[src/common/cpu8_pkg.sv]
// cpu8 shared definitions
// widths, register indices, opcode fields, fsm and alu encodings

package cpu8_pkg;

  // --------------------
  // widths
  localparam int word_bits = 8;
  localparam int addr_bits = 8;
  localparam int num_regs  = 4;
  localparam int reg_bits  = $clog2(num_regs);
  localparam int imm_bit   = word_bits - 3;  // set when an immediate word follows

  typedef logic [word_bits-1:0] word_t;
  typedef logic [addr_bits-1:0] addr_t;
  typedef logic [reg_bits-1:0]  reg_idx_t;

  // special registers
  localparam reg_idx_t sp_idx     = 2'd0;  // stack pointer
  localparam reg_idx_t status_idx = 2'd3;  // compare flags
  localparam addr_t    entry_addr = 8'h00;  // pc after reset

  // --------------------
  // zero-reg opcodes in the 5 bit field
  localparam logic [4:0] op_halt   = 5'd0;
  localparam logic [4:0] op_nop    = 5'd1;
  localparam logic [4:0] op_ret    = 5'd2;
  localparam logic [4:0] op_sel_ne = 5'd4;  // selects need a compare before
  localparam logic [4:0] op_sel_gt = 5'd5;
  localparam logic [4:0] op_sel_ge = 5'd6;
  localparam logic [4:0] op_sel_lt = 5'd7;
  localparam logic [4:0] op_sel_le = 5'd8;

  // one-reg with immediate
  localparam logic [2:0] op1_ldi = 3'd0;  // reg = imm
  localparam logic [2:0] op1_ld  = 3'd1;  // reg = mem[imm]
  localparam logic [2:0] op1_st  = 3'd2;  // mem[imm] = reg

  // one-reg without immediate
  localparam logic [2:0] op1_jc   = 3'd0;
  localparam logic [2:0] op1_jmp  = 3'd1;
  localparam logic [2:0] op1_jr   = 3'd2;
  localparam logic [2:0] op1_call = 3'd3;
  localparam logic [2:0] op1_not  = 3'd4;
  localparam logic [2:0] op1_lnot = 3'd5;
  localparam logic [2:0] op1_push = 3'd6;
  localparam logic [2:0] op1_pop  = 3'd7;

  // two-reg ops that redirect the write
  localparam logic [2:0] op2_mov = 3'd0;  // writes idx2
  localparam logic [2:0] op2_cmp = 3'd5;  // writes status

  // status flag positions
  localparam int cmp_eq_bit = 0;
  localparam int cmp_ne_bit = 1;
  localparam int cmp_gt_bit = 2;
  localparam int cmp_ge_bit = 3;
  localparam int cmp_lt_bit = 4;
  localparam int cmp_le_bit = 5;

  // --------------------
  typedef enum logic [2:0] {
    cls_two, cls_one_imm, cls_one, cls_zero_imm, cls_zero
  } instr_class_t;

  // first eight follow the 2-reg opcode order
  typedef enum logic [3:0] {
    alu_mov, alu_add, alu_sub, alu_shl, alu_shr, alu_cmp, alu_and, alu_or,
    alu_bnot, alu_lnot, alu_sel_ne, alu_sel_gt, alu_sel_ge, alu_sel_lt, alu_sel_le
  } alu_op_t;

  typedef enum logic [2:0] {
    cyc_fetch, cyc_decode, cyc_exec, cyc_load_imm, cyc_write_mem, cyc_halt
  } cycle_t;

endpackage

[src/core/cpu8_core.sv]
`timescale 1ns/1ps
// cpu8 top level
// sequencer, decoder, register file and alu on one memory bus

module cpu8_core (
  input  logic            in_clk,
  input  logic            in_rst,
  input  logic            mem_ack,
  input  cpu8_pkg::word_t mem_rdata,
  output logic            mem_req,
  output logic            mem_write,
  output cpu8_pkg::addr_t mem_addr,
  output cpu8_pkg::word_t mem_wdata,
  output cpu8_pkg::word_t out_instr,  // debug copy of the current instruction
  output cpu8_pkg::addr_t out_pc      // debug copy of the program counter
);
  import cpu8_pkg::*;

  logic         capture;
  instr_class_t iclass;
  logic [4:0]   sub_op;
  reg_idx_t     idx1, idx2;
  alu_op_t      alu_op;
  word_t        rd_a, rd_b, sp, status;
  word_t        alu_result;
  logic         wr_en;
  reg_idx_t     wr_idx;
  word_t        wr_data;

  cpu8_sequencer u_seq (
    .in_clk, .in_rst, .mem_ack, .mem_rdata, .mem_req, .mem_write, .mem_addr, .mem_wdata,
    .instr(out_instr), .pc(out_pc), .capture, .iclass, .sub_op, .idx1, .idx2,
    .alu_result, .rd_a, .sp, .status, .wr_en, .wr_idx, .wr_data
  );

  // decoder latches the fetched word in its ack cycle
  cpu8_decoder u_dec (
    .in_clk, .in_rst, .capture, .instr(mem_rdata), .iclass, .sub_op, .idx1, .idx2, .alu_op
  );

  cpu8_regfile u_regs (
    .in_clk, .in_rst, .rd_idx_a(idx1), .rd_idx_b(idx2), .rd_a, .rd_b, .sp, .status,
    .wr_en, .wr_idx, .wr_data
  );

  cpu8_alu u_alu (.op(alu_op), .a(rd_a), .b(rd_b), .status, .result(alu_result));

endmodule

[src/core/cpu8_decoder.sv]
`timescale 1ns/1ps
// cpu8 decoder
// classifies the fetched word and latches its fields on capture

module cpu8_decoder (
  input  logic                   in_clk,
  input  logic                   in_rst,
  input  logic                   capture,
  input  cpu8_pkg::word_t        instr,
  output cpu8_pkg::instr_class_t iclass,
  output logic [4:0]             sub_op,
  output cpu8_pkg::reg_idx_t     idx1,
  output cpu8_pkg::reg_idx_t     idx2,
  output cpu8_pkg::alu_op_t      alu_op
);
  import cpu8_pkg::*;

  instr_class_t dec_class;
  logic [4:0]   dec_sub;
  reg_idx_t     dec_idx1, dec_idx2;
  alu_op_t      dec_op;
  logic         has_imm;

  assign has_imm = instr[imm_bit];

  always_comb begin
    dec_idx1 = instr[1:0];  // 1-reg operand, 2-reg second operand
    dec_idx2 = instr[1:0];
    dec_op   = alu_mov;
    if (instr[7]) begin  // 1_ooo_aa_bb
      dec_class = cls_two;
      dec_sub   = {2'b00, instr[6:4]};
      dec_idx1  = instr[3:2];
      dec_op    = alu_op_t'({1'b0, instr[6:4]});  // same order as opcodes
    end else if (instr[6]) begin  // 01_i_ooo_aa
      dec_class = has_imm ? cls_one_imm : cls_one;
      dec_sub   = {2'b00, instr[4:2]};
      if (!has_imm && instr[4:2] == op1_not)
        dec_op = alu_bnot;
      else if (!has_imm && instr[4:2] == op1_lnot)
        dec_op = alu_lnot;
    end else begin  // 00_i_ooooo
      dec_class = has_imm ? cls_zero_imm : cls_zero;
      dec_sub   = instr[4:0];
      case (instr[4:0])
        op_sel_ne: dec_op = alu_sel_ne;
        op_sel_gt: dec_op = alu_sel_gt;
        op_sel_ge: dec_op = alu_sel_ge;
        op_sel_lt: dec_op = alu_sel_lt;
        op_sel_le: dec_op = alu_sel_le;
        default:   dec_op = alu_mov;
      endcase
    end
  end

  always_ff @(posedge in_clk) begin
    if (in_rst) begin
      iclass <= cls_zero;
      alu_op <= alu_mov;
    end else if (capture) begin
      iclass <= dec_class;
      alu_op <= dec_op;
    end
  end

  always_ff @(posedge in_clk) begin  // operand fields
    if (capture) begin
      sub_op <= dec_sub;
      idx1   <= dec_idx1;
      idx2   <= dec_idx2;
    end
  end

endmodule

[src/core/cpu8_sequencer.sv]
`timescale 1ns/1ps
// cpu8 sequencer
// cycle fsm for fetch, immediate load, execute and memory write
// holds pc, instruction register and the memory bus registers

module cpu8_sequencer (
  input  logic                   in_clk,
  input  logic                   in_rst,
  input  logic                   mem_ack,
  input  cpu8_pkg::word_t        mem_rdata,
  output logic                   mem_req,
  output logic                   mem_write,
  output cpu8_pkg::addr_t        mem_addr,
  output cpu8_pkg::word_t        mem_wdata,
  output cpu8_pkg::word_t        instr,
  output cpu8_pkg::addr_t        pc,
  output logic                   capture,
  input  cpu8_pkg::instr_class_t iclass,
  input  logic [4:0]             sub_op,
  input  cpu8_pkg::reg_idx_t     idx1,
  input  cpu8_pkg::reg_idx_t     idx2,
  input  cpu8_pkg::word_t        alu_result,
  input  cpu8_pkg::word_t        rd_a,
  input  cpu8_pkg::word_t        sp,
  input  cpu8_pkg::word_t        status,
  output logic                   wr_en,
  output cpu8_pkg::reg_idx_t     wr_idx,
  output cpu8_pkg::word_t        wr_data
);
  import cpu8_pkg::*;

  cycle_t cycle, next_cycle;
  logic   subcycle, next_subcycle;  // 0 request, 1 wait for ack
  logic   next_mem_req, next_mem_write;
  addr_t  next_pc, next_mem_addr;
  word_t  next_instr, next_mem_wdata;
  word_t  imm, next_imm;           // immediate word

  // --------------------
  always_ff @(posedge in_clk) begin
    if (in_rst) begin
      cycle     <= cyc_fetch;
      subcycle  <= 1'b0;
      pc        <= entry_addr;
      mem_req   <= 1'b0;
      mem_write <= 1'b0;
    end else begin
      cycle     <= next_cycle;
      subcycle  <= next_subcycle;
      pc        <= next_pc;
      mem_req   <= next_mem_req;
      mem_write <= next_mem_write;
    end
  end

  always_ff @(posedge in_clk) begin  // payload
    instr     <= next_instr;
    imm       <= next_imm;
    mem_addr  <= next_mem_addr;
    mem_wdata <= next_mem_wdata;
  end

  // --------------------
  always_comb begin
    next_cycle     = cycle;
    next_subcycle  = subcycle;
    next_pc        = pc;
    next_instr     = instr;
    next_imm       = imm;
    next_mem_addr  = mem_addr;
    next_mem_wdata = mem_wdata;
    next_mem_req   = 1'b0;  // reads are one-cycle pulses
    next_mem_write = 1'b0;
    capture        = 1'b0;
    wr_en          = 1'b0;
    wr_idx         = idx1;
    wr_data        = alu_result;

    unique case (cycle)
      cyc_fetch, cyc_load_imm: begin
        if (!subcycle) begin  // read at pc, step pc
          next_mem_addr = pc;
          next_pc       = pc + 1'b1;
          next_mem_req  = 1'b1;
          next_subcycle = 1'b1;
        end else if (mem_ack) begin
          next_subcycle = 1'b0;
          if (cycle == cyc_fetch) begin
            next_instr = mem_rdata;
            capture    = 1'b1;  // decoder takes the same word
            next_cycle = cyc_decode;
          end else begin
            next_imm   = mem_rdata;
            next_cycle = cyc_exec;
          end
        end
      end

      cyc_decode: begin
        if (iclass == cls_one_imm || iclass == cls_zero_imm)
          next_cycle = cyc_load_imm;
        else
          next_cycle = cyc_exec;
      end

      cyc_exec: begin
        next_cycle = cyc_fetch;  // most ops finish here
        unique case (iclass)
          cls_two: begin
            wr_en = 1'b1;
            if (sub_op[2:0] == op2_mov)
              wr_idx = idx2;
            else if (sub_op[2:0] == op2_cmp)
              wr_idx = status_idx;
          end

          cls_one_imm: begin
            case (sub_op[2:0])
              op1_ldi: begin
                wr_en   = 1'b1;
                wr_data = imm;
              end
              op1_ld: begin
                next_cycle = cyc_exec;
                if (!subcycle) begin  // read mem[imm]
                  next_mem_addr = imm;
                  next_mem_req  = 1'b1;
                  next_subcycle = 1'b1;
                end else if (mem_ack) begin
                  wr_en         = 1'b1;
                  wr_data       = mem_rdata;
                  next_subcycle = 1'b0;
                  next_cycle    = cyc_fetch;
                end
              end
              op1_st: begin
                next_mem_addr  = imm;
                next_mem_wdata = rd_a;
                next_cycle     = cyc_write_mem;
              end
              default: next_cycle = cyc_halt;  // unknown
            endcase
          end

          cls_one: begin
            unique case (sub_op[2:0])
              op1_jc: begin
                if (status[0])  // bit 0 holds the selected flag
                  next_pc = rd_a;
              end
              op1_jmp: next_pc = rd_a;
              op1_jr:  next_pc = pc + rd_a;  // pc already past the jump
              op1_call, op1_push: begin  // pre-decrement sp, then store
                wr_en          = 1'b1;
                wr_idx         = sp_idx;
                wr_data        = sp - 1'b1;
                next_mem_addr  = sp - 1'b1;
                next_mem_wdata = (sub_op[2:0] == op1_call) ? pc : rd_a;
                next_cycle     = cyc_write_mem;
                if (sub_op[2:0] == op1_call)
                  next_pc = rd_a;
              end
              op1_not, op1_lnot: wr_en = 1'b1;
              op1_pop: begin
                next_cycle = cyc_exec;
                if (!subcycle) begin  // read at sp, post-increment
                  next_mem_addr = sp;
                  next_mem_req  = 1'b1;
                  next_subcycle = 1'b1;
                  wr_en         = 1'b1;
                  wr_idx        = sp_idx;
                  wr_data       = sp + 1'b1;
                end else if (mem_ack) begin
                  wr_en         = 1'b1;
                  wr_data       = mem_rdata;
                  next_subcycle = 1'b0;
                  next_cycle    = cyc_fetch;
                end
              end
            endcase
          end

          cls_zero: begin
            case (sub_op)
              op_halt: next_cycle = cyc_halt;
              op_nop:  next_cycle = cyc_fetch;
              op_ret: begin
                next_cycle = cyc_exec;
                if (!subcycle) begin  // return address at sp
                  next_mem_addr = sp;
                  next_mem_req  = 1'b1;
                  next_subcycle = 1'b1;
                  wr_en         = 1'b1;
                  wr_idx        = sp_idx;
                  wr_data       = sp + 1'b1;
                end else if (mem_ack) begin
                  next_pc       = mem_rdata;
                  next_subcycle = 1'b0;
                  next_cycle    = cyc_fetch;
                end
              end
              op_sel_ne, op_sel_gt, op_sel_ge, op_sel_lt, op_sel_le: begin
                wr_en  = 1'b1;
                wr_idx = status_idx;
              end
              default: next_cycle = cyc_halt;
            endcase
          end

          cls_zero_imm: next_cycle = cyc_halt;  // no opcodes defined yet
        endcase
      end

      cyc_write_mem: begin  // hold req and write up to the ack
        next_mem_req   = 1'b1;
        next_mem_write = 1'b1;
        next_subcycle  = 1'b1;
        if (subcycle && mem_ack) begin
          next_mem_req   = 1'b0;
          next_mem_write = 1'b0;
          next_subcycle  = 1'b0;
          next_cycle     = cyc_fetch;
        end
      end

      cyc_halt: next_cycle = cyc_halt;
    endcase
  end

endmodule

[src/hdl/cpu8_alu.sv]
`timescale 1ns/1ps
// cpu8 alu
// combinational ops for 2-reg, not and status select instructions

module cpu8_alu (
  input  cpu8_pkg::alu_op_t op,
  input  cpu8_pkg::word_t   a,
  input  cpu8_pkg::word_t   b,
  input  cpu8_pkg::word_t   status,
  output cpu8_pkg::word_t   result
);
  import cpu8_pkg::*;

  word_t flags;  // compare result with zeros above bit 5

  always_comb begin
    flags             = '0;
    flags[cmp_eq_bit] = (a == b);
    flags[cmp_ne_bit] = (a != b);
    flags[cmp_gt_bit] = (a > b);
    flags[cmp_ge_bit] = (a >= b);
    flags[cmp_lt_bit] = (a < b);
    flags[cmp_le_bit] = (a <= b);
  end

  // --------------------
  always_comb begin
    result = status;  // selects only touch bit 0
    case (op)
      alu_mov:    result = a;
      alu_add:    result = a + b;  // wraps at 8 bits
      alu_sub:    result = a - b;
      alu_shl:    result = a << b;
      alu_shr:    result = a >> b;
      alu_cmp:    result = flags;
      alu_and:    result = a & b;
      alu_or:     result = a | b;
      alu_bnot:   result = ~a;
      alu_lnot:   result = word_t'(a == '0);
      alu_sel_ne: result[0] = status[cmp_ne_bit];
      alu_sel_gt: result[0] = status[cmp_gt_bit];
      alu_sel_ge: result[0] = status[cmp_ge_bit];
      alu_sel_lt: result[0] = status[cmp_lt_bit];
      alu_sel_le: result[0] = status[cmp_le_bit];
      default:    result = a;
    endcase
  end

endmodule

[src/hdl/cpu8_regfile.sv]
`timescale 1ns/1ps
// cpu8 register file
// four words, two read ports, one write port, sp and status taps

module cpu8_regfile (
  input  logic               in_clk,
  input  logic               in_rst,
  input  cpu8_pkg::reg_idx_t rd_idx_a,
  input  cpu8_pkg::reg_idx_t rd_idx_b,
  output cpu8_pkg::word_t    rd_a,
  output cpu8_pkg::word_t    rd_b,
  output cpu8_pkg::word_t    sp,      // register 0
  output cpu8_pkg::word_t    status,  // register 3
  input  logic               wr_en,
  input  cpu8_pkg::reg_idx_t wr_idx,
  input  cpu8_pkg::word_t    wr_data
);
  import cpu8_pkg::*;

  word_t regs [num_regs];

  always_ff @(posedge in_clk) begin
    if (in_rst) begin
      for (int i = 0; i < num_regs; i++)
        regs[i] <= '0;  // sp starts at 0 so the first push lands at 255
    end else if (wr_en) begin
      regs[wr_idx] <= wr_data;
    end
  end

  // async reads
  assign rd_a   = regs[rd_idx_a];
  assign rd_b   = regs[rd_idx_b];
  assign sp     = regs[sp_idx];
  assign status = regs[status_idx];

endmodule

[config.mk]
export PLATFORM = sky130hd
export DESIGN_NAME = cpu8_core
export DESIGN_NICKNAME = d
export VERILOG_FILES = /design/src/common/cpu8_pkg.sv /design/src/core/cpu8_core.sv /design/src/core/cpu8_decoder.sv /design/src/core/cpu8_sequencer.sv /design/src/hdl/cpu8_alu.sv /design/src/hdl/cpu8_regfile.sv
export SDC_FILE = /design/constraint.sdc
export NUM_CORES = 1
export LEC_CHECK = 0
export ABC_AREA = 1
export ABC_CLOCK_PERIOD_IN_PS = 5400
export BUFFER_PORTS_ARGS = -buffer_cell sky130_fd_sc_hd__clkbuf_2
export CAP_MARGIN = 30
export CORE_MARGIN = 2
export CORE_UTILIZATION = 50
export DETAILED_ROUTE_END_ITERATION = 10
export GPL_TIMING_DRIVEN = 1
export HOLD_SLACK_MARGIN = 0.12
export PLACE_DENSITY = 0.67
export SETUP_SLACK_MARGIN = 0.02
export SYNTH_ARGS = -nofsm -noshare
export SYNTH_HDL_FRONTEND = slang
export SYNTH_HIERARCHICAL = 1
export SYNTH_SLANG_ARGS = --single-unit
[constraint.sdc]
create_clock -name in_clk -period 5.4 [get_ports in_clk]
set_input_delay 0.81 -clock in_clk [delete_from_list [all_inputs] [get_ports in_clk]]
set_output_delay 0.81 -clock in_clk [all_outputs]
set_load 0.01 [all_outputs]
==> impl_results.md <==
- Initial Utilization: 0.5159
- Post-DP HPWL: 22,040 um
- Final period util: 0.7819
- Synthesized-area fraction occupied by adder cells: 0.05780
- Slew Limit Headroom: 0.3597
- Peak VDD IR: 0.2363 mV
- Setup bufs post-CTS: 0
- Layout cell share with drive strength beyond 1: 0.1080
- Mux contribution to synthesized area: 0
- Vias: 9,358
- Average vias per placed instance: 5.882
- CP endpoint kind: register
- Hold Crit Class: register to register
- DIE HEIGHT: 135.3 um
- Syn avg cell area: 6.473 um^2
- Detail Route Antenna Nets: 0
- Crit start category: register
- Vias in the first global route: 8,198
- First-pass GRT wire length: 43,860 um
- #FFs+latches synth: 94
- Commonest non-fill, non-tap cells in the layout: nand2_1 (383), inv_1 (173), nand3_1 (136), nor2_1 (118), o21ai_0 (84)
- Clk root buf: clkbuf_16
- Die Span X: 135.3 um
- Crit-path max FO: 11
- Worst Tran Pin Value: 0.9594 ns
- Setup CP Type: register to register
- Final WL: 28,620 um
- Pwr dens: 330.3 mW/mm^2
- Async S/R FF share, synth: 0
- Routed length per placed instance: 17.99 um
- Lkg Pwr: 4.445 nW
- Final Setup Violations: 0
- Clock Skews: 0.01216 ns
- Synth unique cells: 47
- Core area: 0.01670 mm^2
- Total grt overflow: 0
- CTS tree: built
- Most common cell after layout, fill and taps aside: nand2_1
- Num CTS Buffers: 9
- Syn-to-layout area delta: 8.060%
- Status: finished, final reports clean
- CTS sink cnt: 94
- Detailed Route Iter0 Violations: 1,227
- GR Util All Layers: 0.3118
- Largest net degree at the start of global routing: 30
- Cell count after synthesis: 1,331
- Post-DP Area: 0.009009 mm^2
- Sequential share of the synthesized area: 0.3032
- # diodes: 0
- Multi-input gate area: 0.005071 mm^2
- IO Pins: 45
- Clock Tree Buf Depth: 2
- Synth Area in Simple Gates: 0.3699
- Maxcap violations: 0
- Fmax: 236.8 MHz
- Mapped Nets: 1,380
- Xor-xnor portion of the synthesized cell area: 0.01118
- Setup TNS: 0 ns
- # H-tree levels: 3
- Yosys Warn Count: 6
- Endpoints failing hold: 0
- Die area: 0.01830 mm^2
- Slew Limit Fails: 0
- Nets: 1,415
- Main combinational cell family by area after synthesis: simple AND/OR/NAND/NOR gates
- Clk_lat worst skew: 0.36 ns
- Port Buffers: 44
- Unrepaired setup endpoints after global routing: no
- Most common flop cell mapped by yosys: edfxtp_1
- Routability cong.: 1.021
- Initial antenna violation count: 0
- CTS Hold Bufs: 0
- Site Rows: 47
- Worst-path clk slew: 0.07 ns
- Post_cts resized: 0
- Residual DRC: 0
- FF/Latch Area: 0.002613 mm^2
- Fillers: 1,692
- Tmin final: 4.222 ns
- Post-synth EDFFs: 73
- Data required time at the worst endpoint: 5.60 ns
- Initial DRT Pass Iterations: 6
- CP Data Arrival Time: 4.42 ns
- Post-route cell area: 0.009310 mm^2
- Post-Syn Area: 0.008616 mm^2
- Compound-Gate Fraction of Synth Area: 0.1497
## worst paths after layout
path | from | to | cells past startpoint | slack, ns
worst max-delay path | u_dec/idx1[1] | u_regs/regs[2][3] | 22 | 1.18
worst min-delay path | u_dec/iclass[0] | u_dec/iclass[0] | 2 | 0.50
worst max register to register | u_dec/idx1[1] | u_regs/regs[2][3] | 22 | 1.18
worst min register to register | u_dec/iclass[0] | u_dec/iclass[0] | 2 | 0.50
## cells by family after synthesis
family	Yosys count
and+or+nand+nor	729
DFF	94
buffers and inverters	231
AOI/OAI and AO/OA	228
xor gates and xnor gates	11
adders and majority gates	38
## where the power goes
group	internal [mW]	switching (mW)	total [mW]	leakage [nW]
clock	0.364	0.296	0.660	0.145
combinational	0.431	0.965	1.40	3.41
sequential	0.896	0.124	1.02	0.887
## state kept, by name (all words and copies together), names as in the netlist, 2 cells and up
register,cells
u_dec/alu_op,4
u_dec/iclass,3
u_dec/idx1,2
u_dec/idx2,2
u_dec/sub_op,5
u_regs/regs,32
u_seq/cycle,3
u_seq/imm,8
u_seq/instr,8
u_seq/mem_addr,8
u_seq/mem_wdata,8
u_seq/pc,8
## area by class of cell
| type | instances | area share |
|---|---|---|
| clock inverter | 7 | 0.008198 |
| inverter | 201 | 0.08104 |
| timing repair buffer | 54 | 0.03172 |
| clock buffer | 9 | 0.02419 |
| multi-input combinational | 1006 | 0.5447 |
| sequential | 94 | 0.2806 |
| tap | 220 | 0.02957 |
## critical path, stage by stage, from the launching register on
cell and delay (ns):
edfxtp_1 0.57, inv_1 0.28, nand3_1 0.11, nand2_1 0.33, inv_1 0.17, ha_1 0.41, nor2_1 0.16, nand2_1 0.10
nor2_1 0.18, inv_1 0.08, o21ai_1 0.14, nor2_1 0.05, nand3_1 0.07, nor2_1 0.06, a21oi_1 0.40, o22ai_1 0.20
o21ai_0 0.18, nand3b_1 0.09, nand3_1 0.07, nand2_1 0.06, nand2_1 0.08, inv_1 0.08, nor3_1 0.17
## per-stage QoR
step           total power [mW]  hold slack (ns)  setup slack [ns]  std cells  utilization
2_1_floorplan             1.973           0.4647             2.033       1331            -
3_3_place_gp              2.383           0.4864             1.346       1574       0.5390
3_5_place_dp              2.384           0.4886             1.325       1575       0.5394
4_1_cts                   3.048           0.4993             1.298       1591       0.5575
5_1_grt                   3.270           0.5226            0.8940       1591       0.5575
6_report                  3.075           0.5016             1.178       1591       0.5575
## Yosys cell counts, types with 4 or more instances
cell type	instances	share of area
edfxtp_1	73	0.25
clkbuf_1	9	0.0039
o22ai_1	14	0.010
nor2_1	118	0.051
o21a_1	4	0.0035
inv_2	27	0.012
buf_2	13	0.0076
xor2_1	11	0.011
a21oi_2	4	0.0041
a21oi_1	75	0.044
nand3_1	136	0.079
o21ai_1	13	0.0076
o221ai_1	4	0.0041
nand3b_1	5	0.0044
dfxtp_1	21	0.049
or2_2	4	0.0029
buf_6	5	0.0065
nor3_1	17	0.0099
nand2_2	11	0.0080
ha_1	35	0.051
nor2_4	5	0.0065
o21ai_0	84	0.049
o211ai_1	9	0.0078
nor2_2	20	0.015
a22oi_1	4	0.0035
inv_1	173	0.075
a31oi_1	4	0.0029
nand2_1	383	0.17
nand4_1	19	0.014
## routing by layer
| layer | GRT usage | share of wire | vias up |
|---|---|---|---|
| li1 | - | - | 4450 |
| met1 | 0.4500 | 0.43 | 4258 |
| met2 | 0.4549 | 0.42 | 552 |
| met3 | 0.04976 | 0.096 | 98 |
| met4 | 0.1499 | 0.046 | 0 |
| met5 | 0 | 0 | - |
Power figures use the tool's default switching activity.
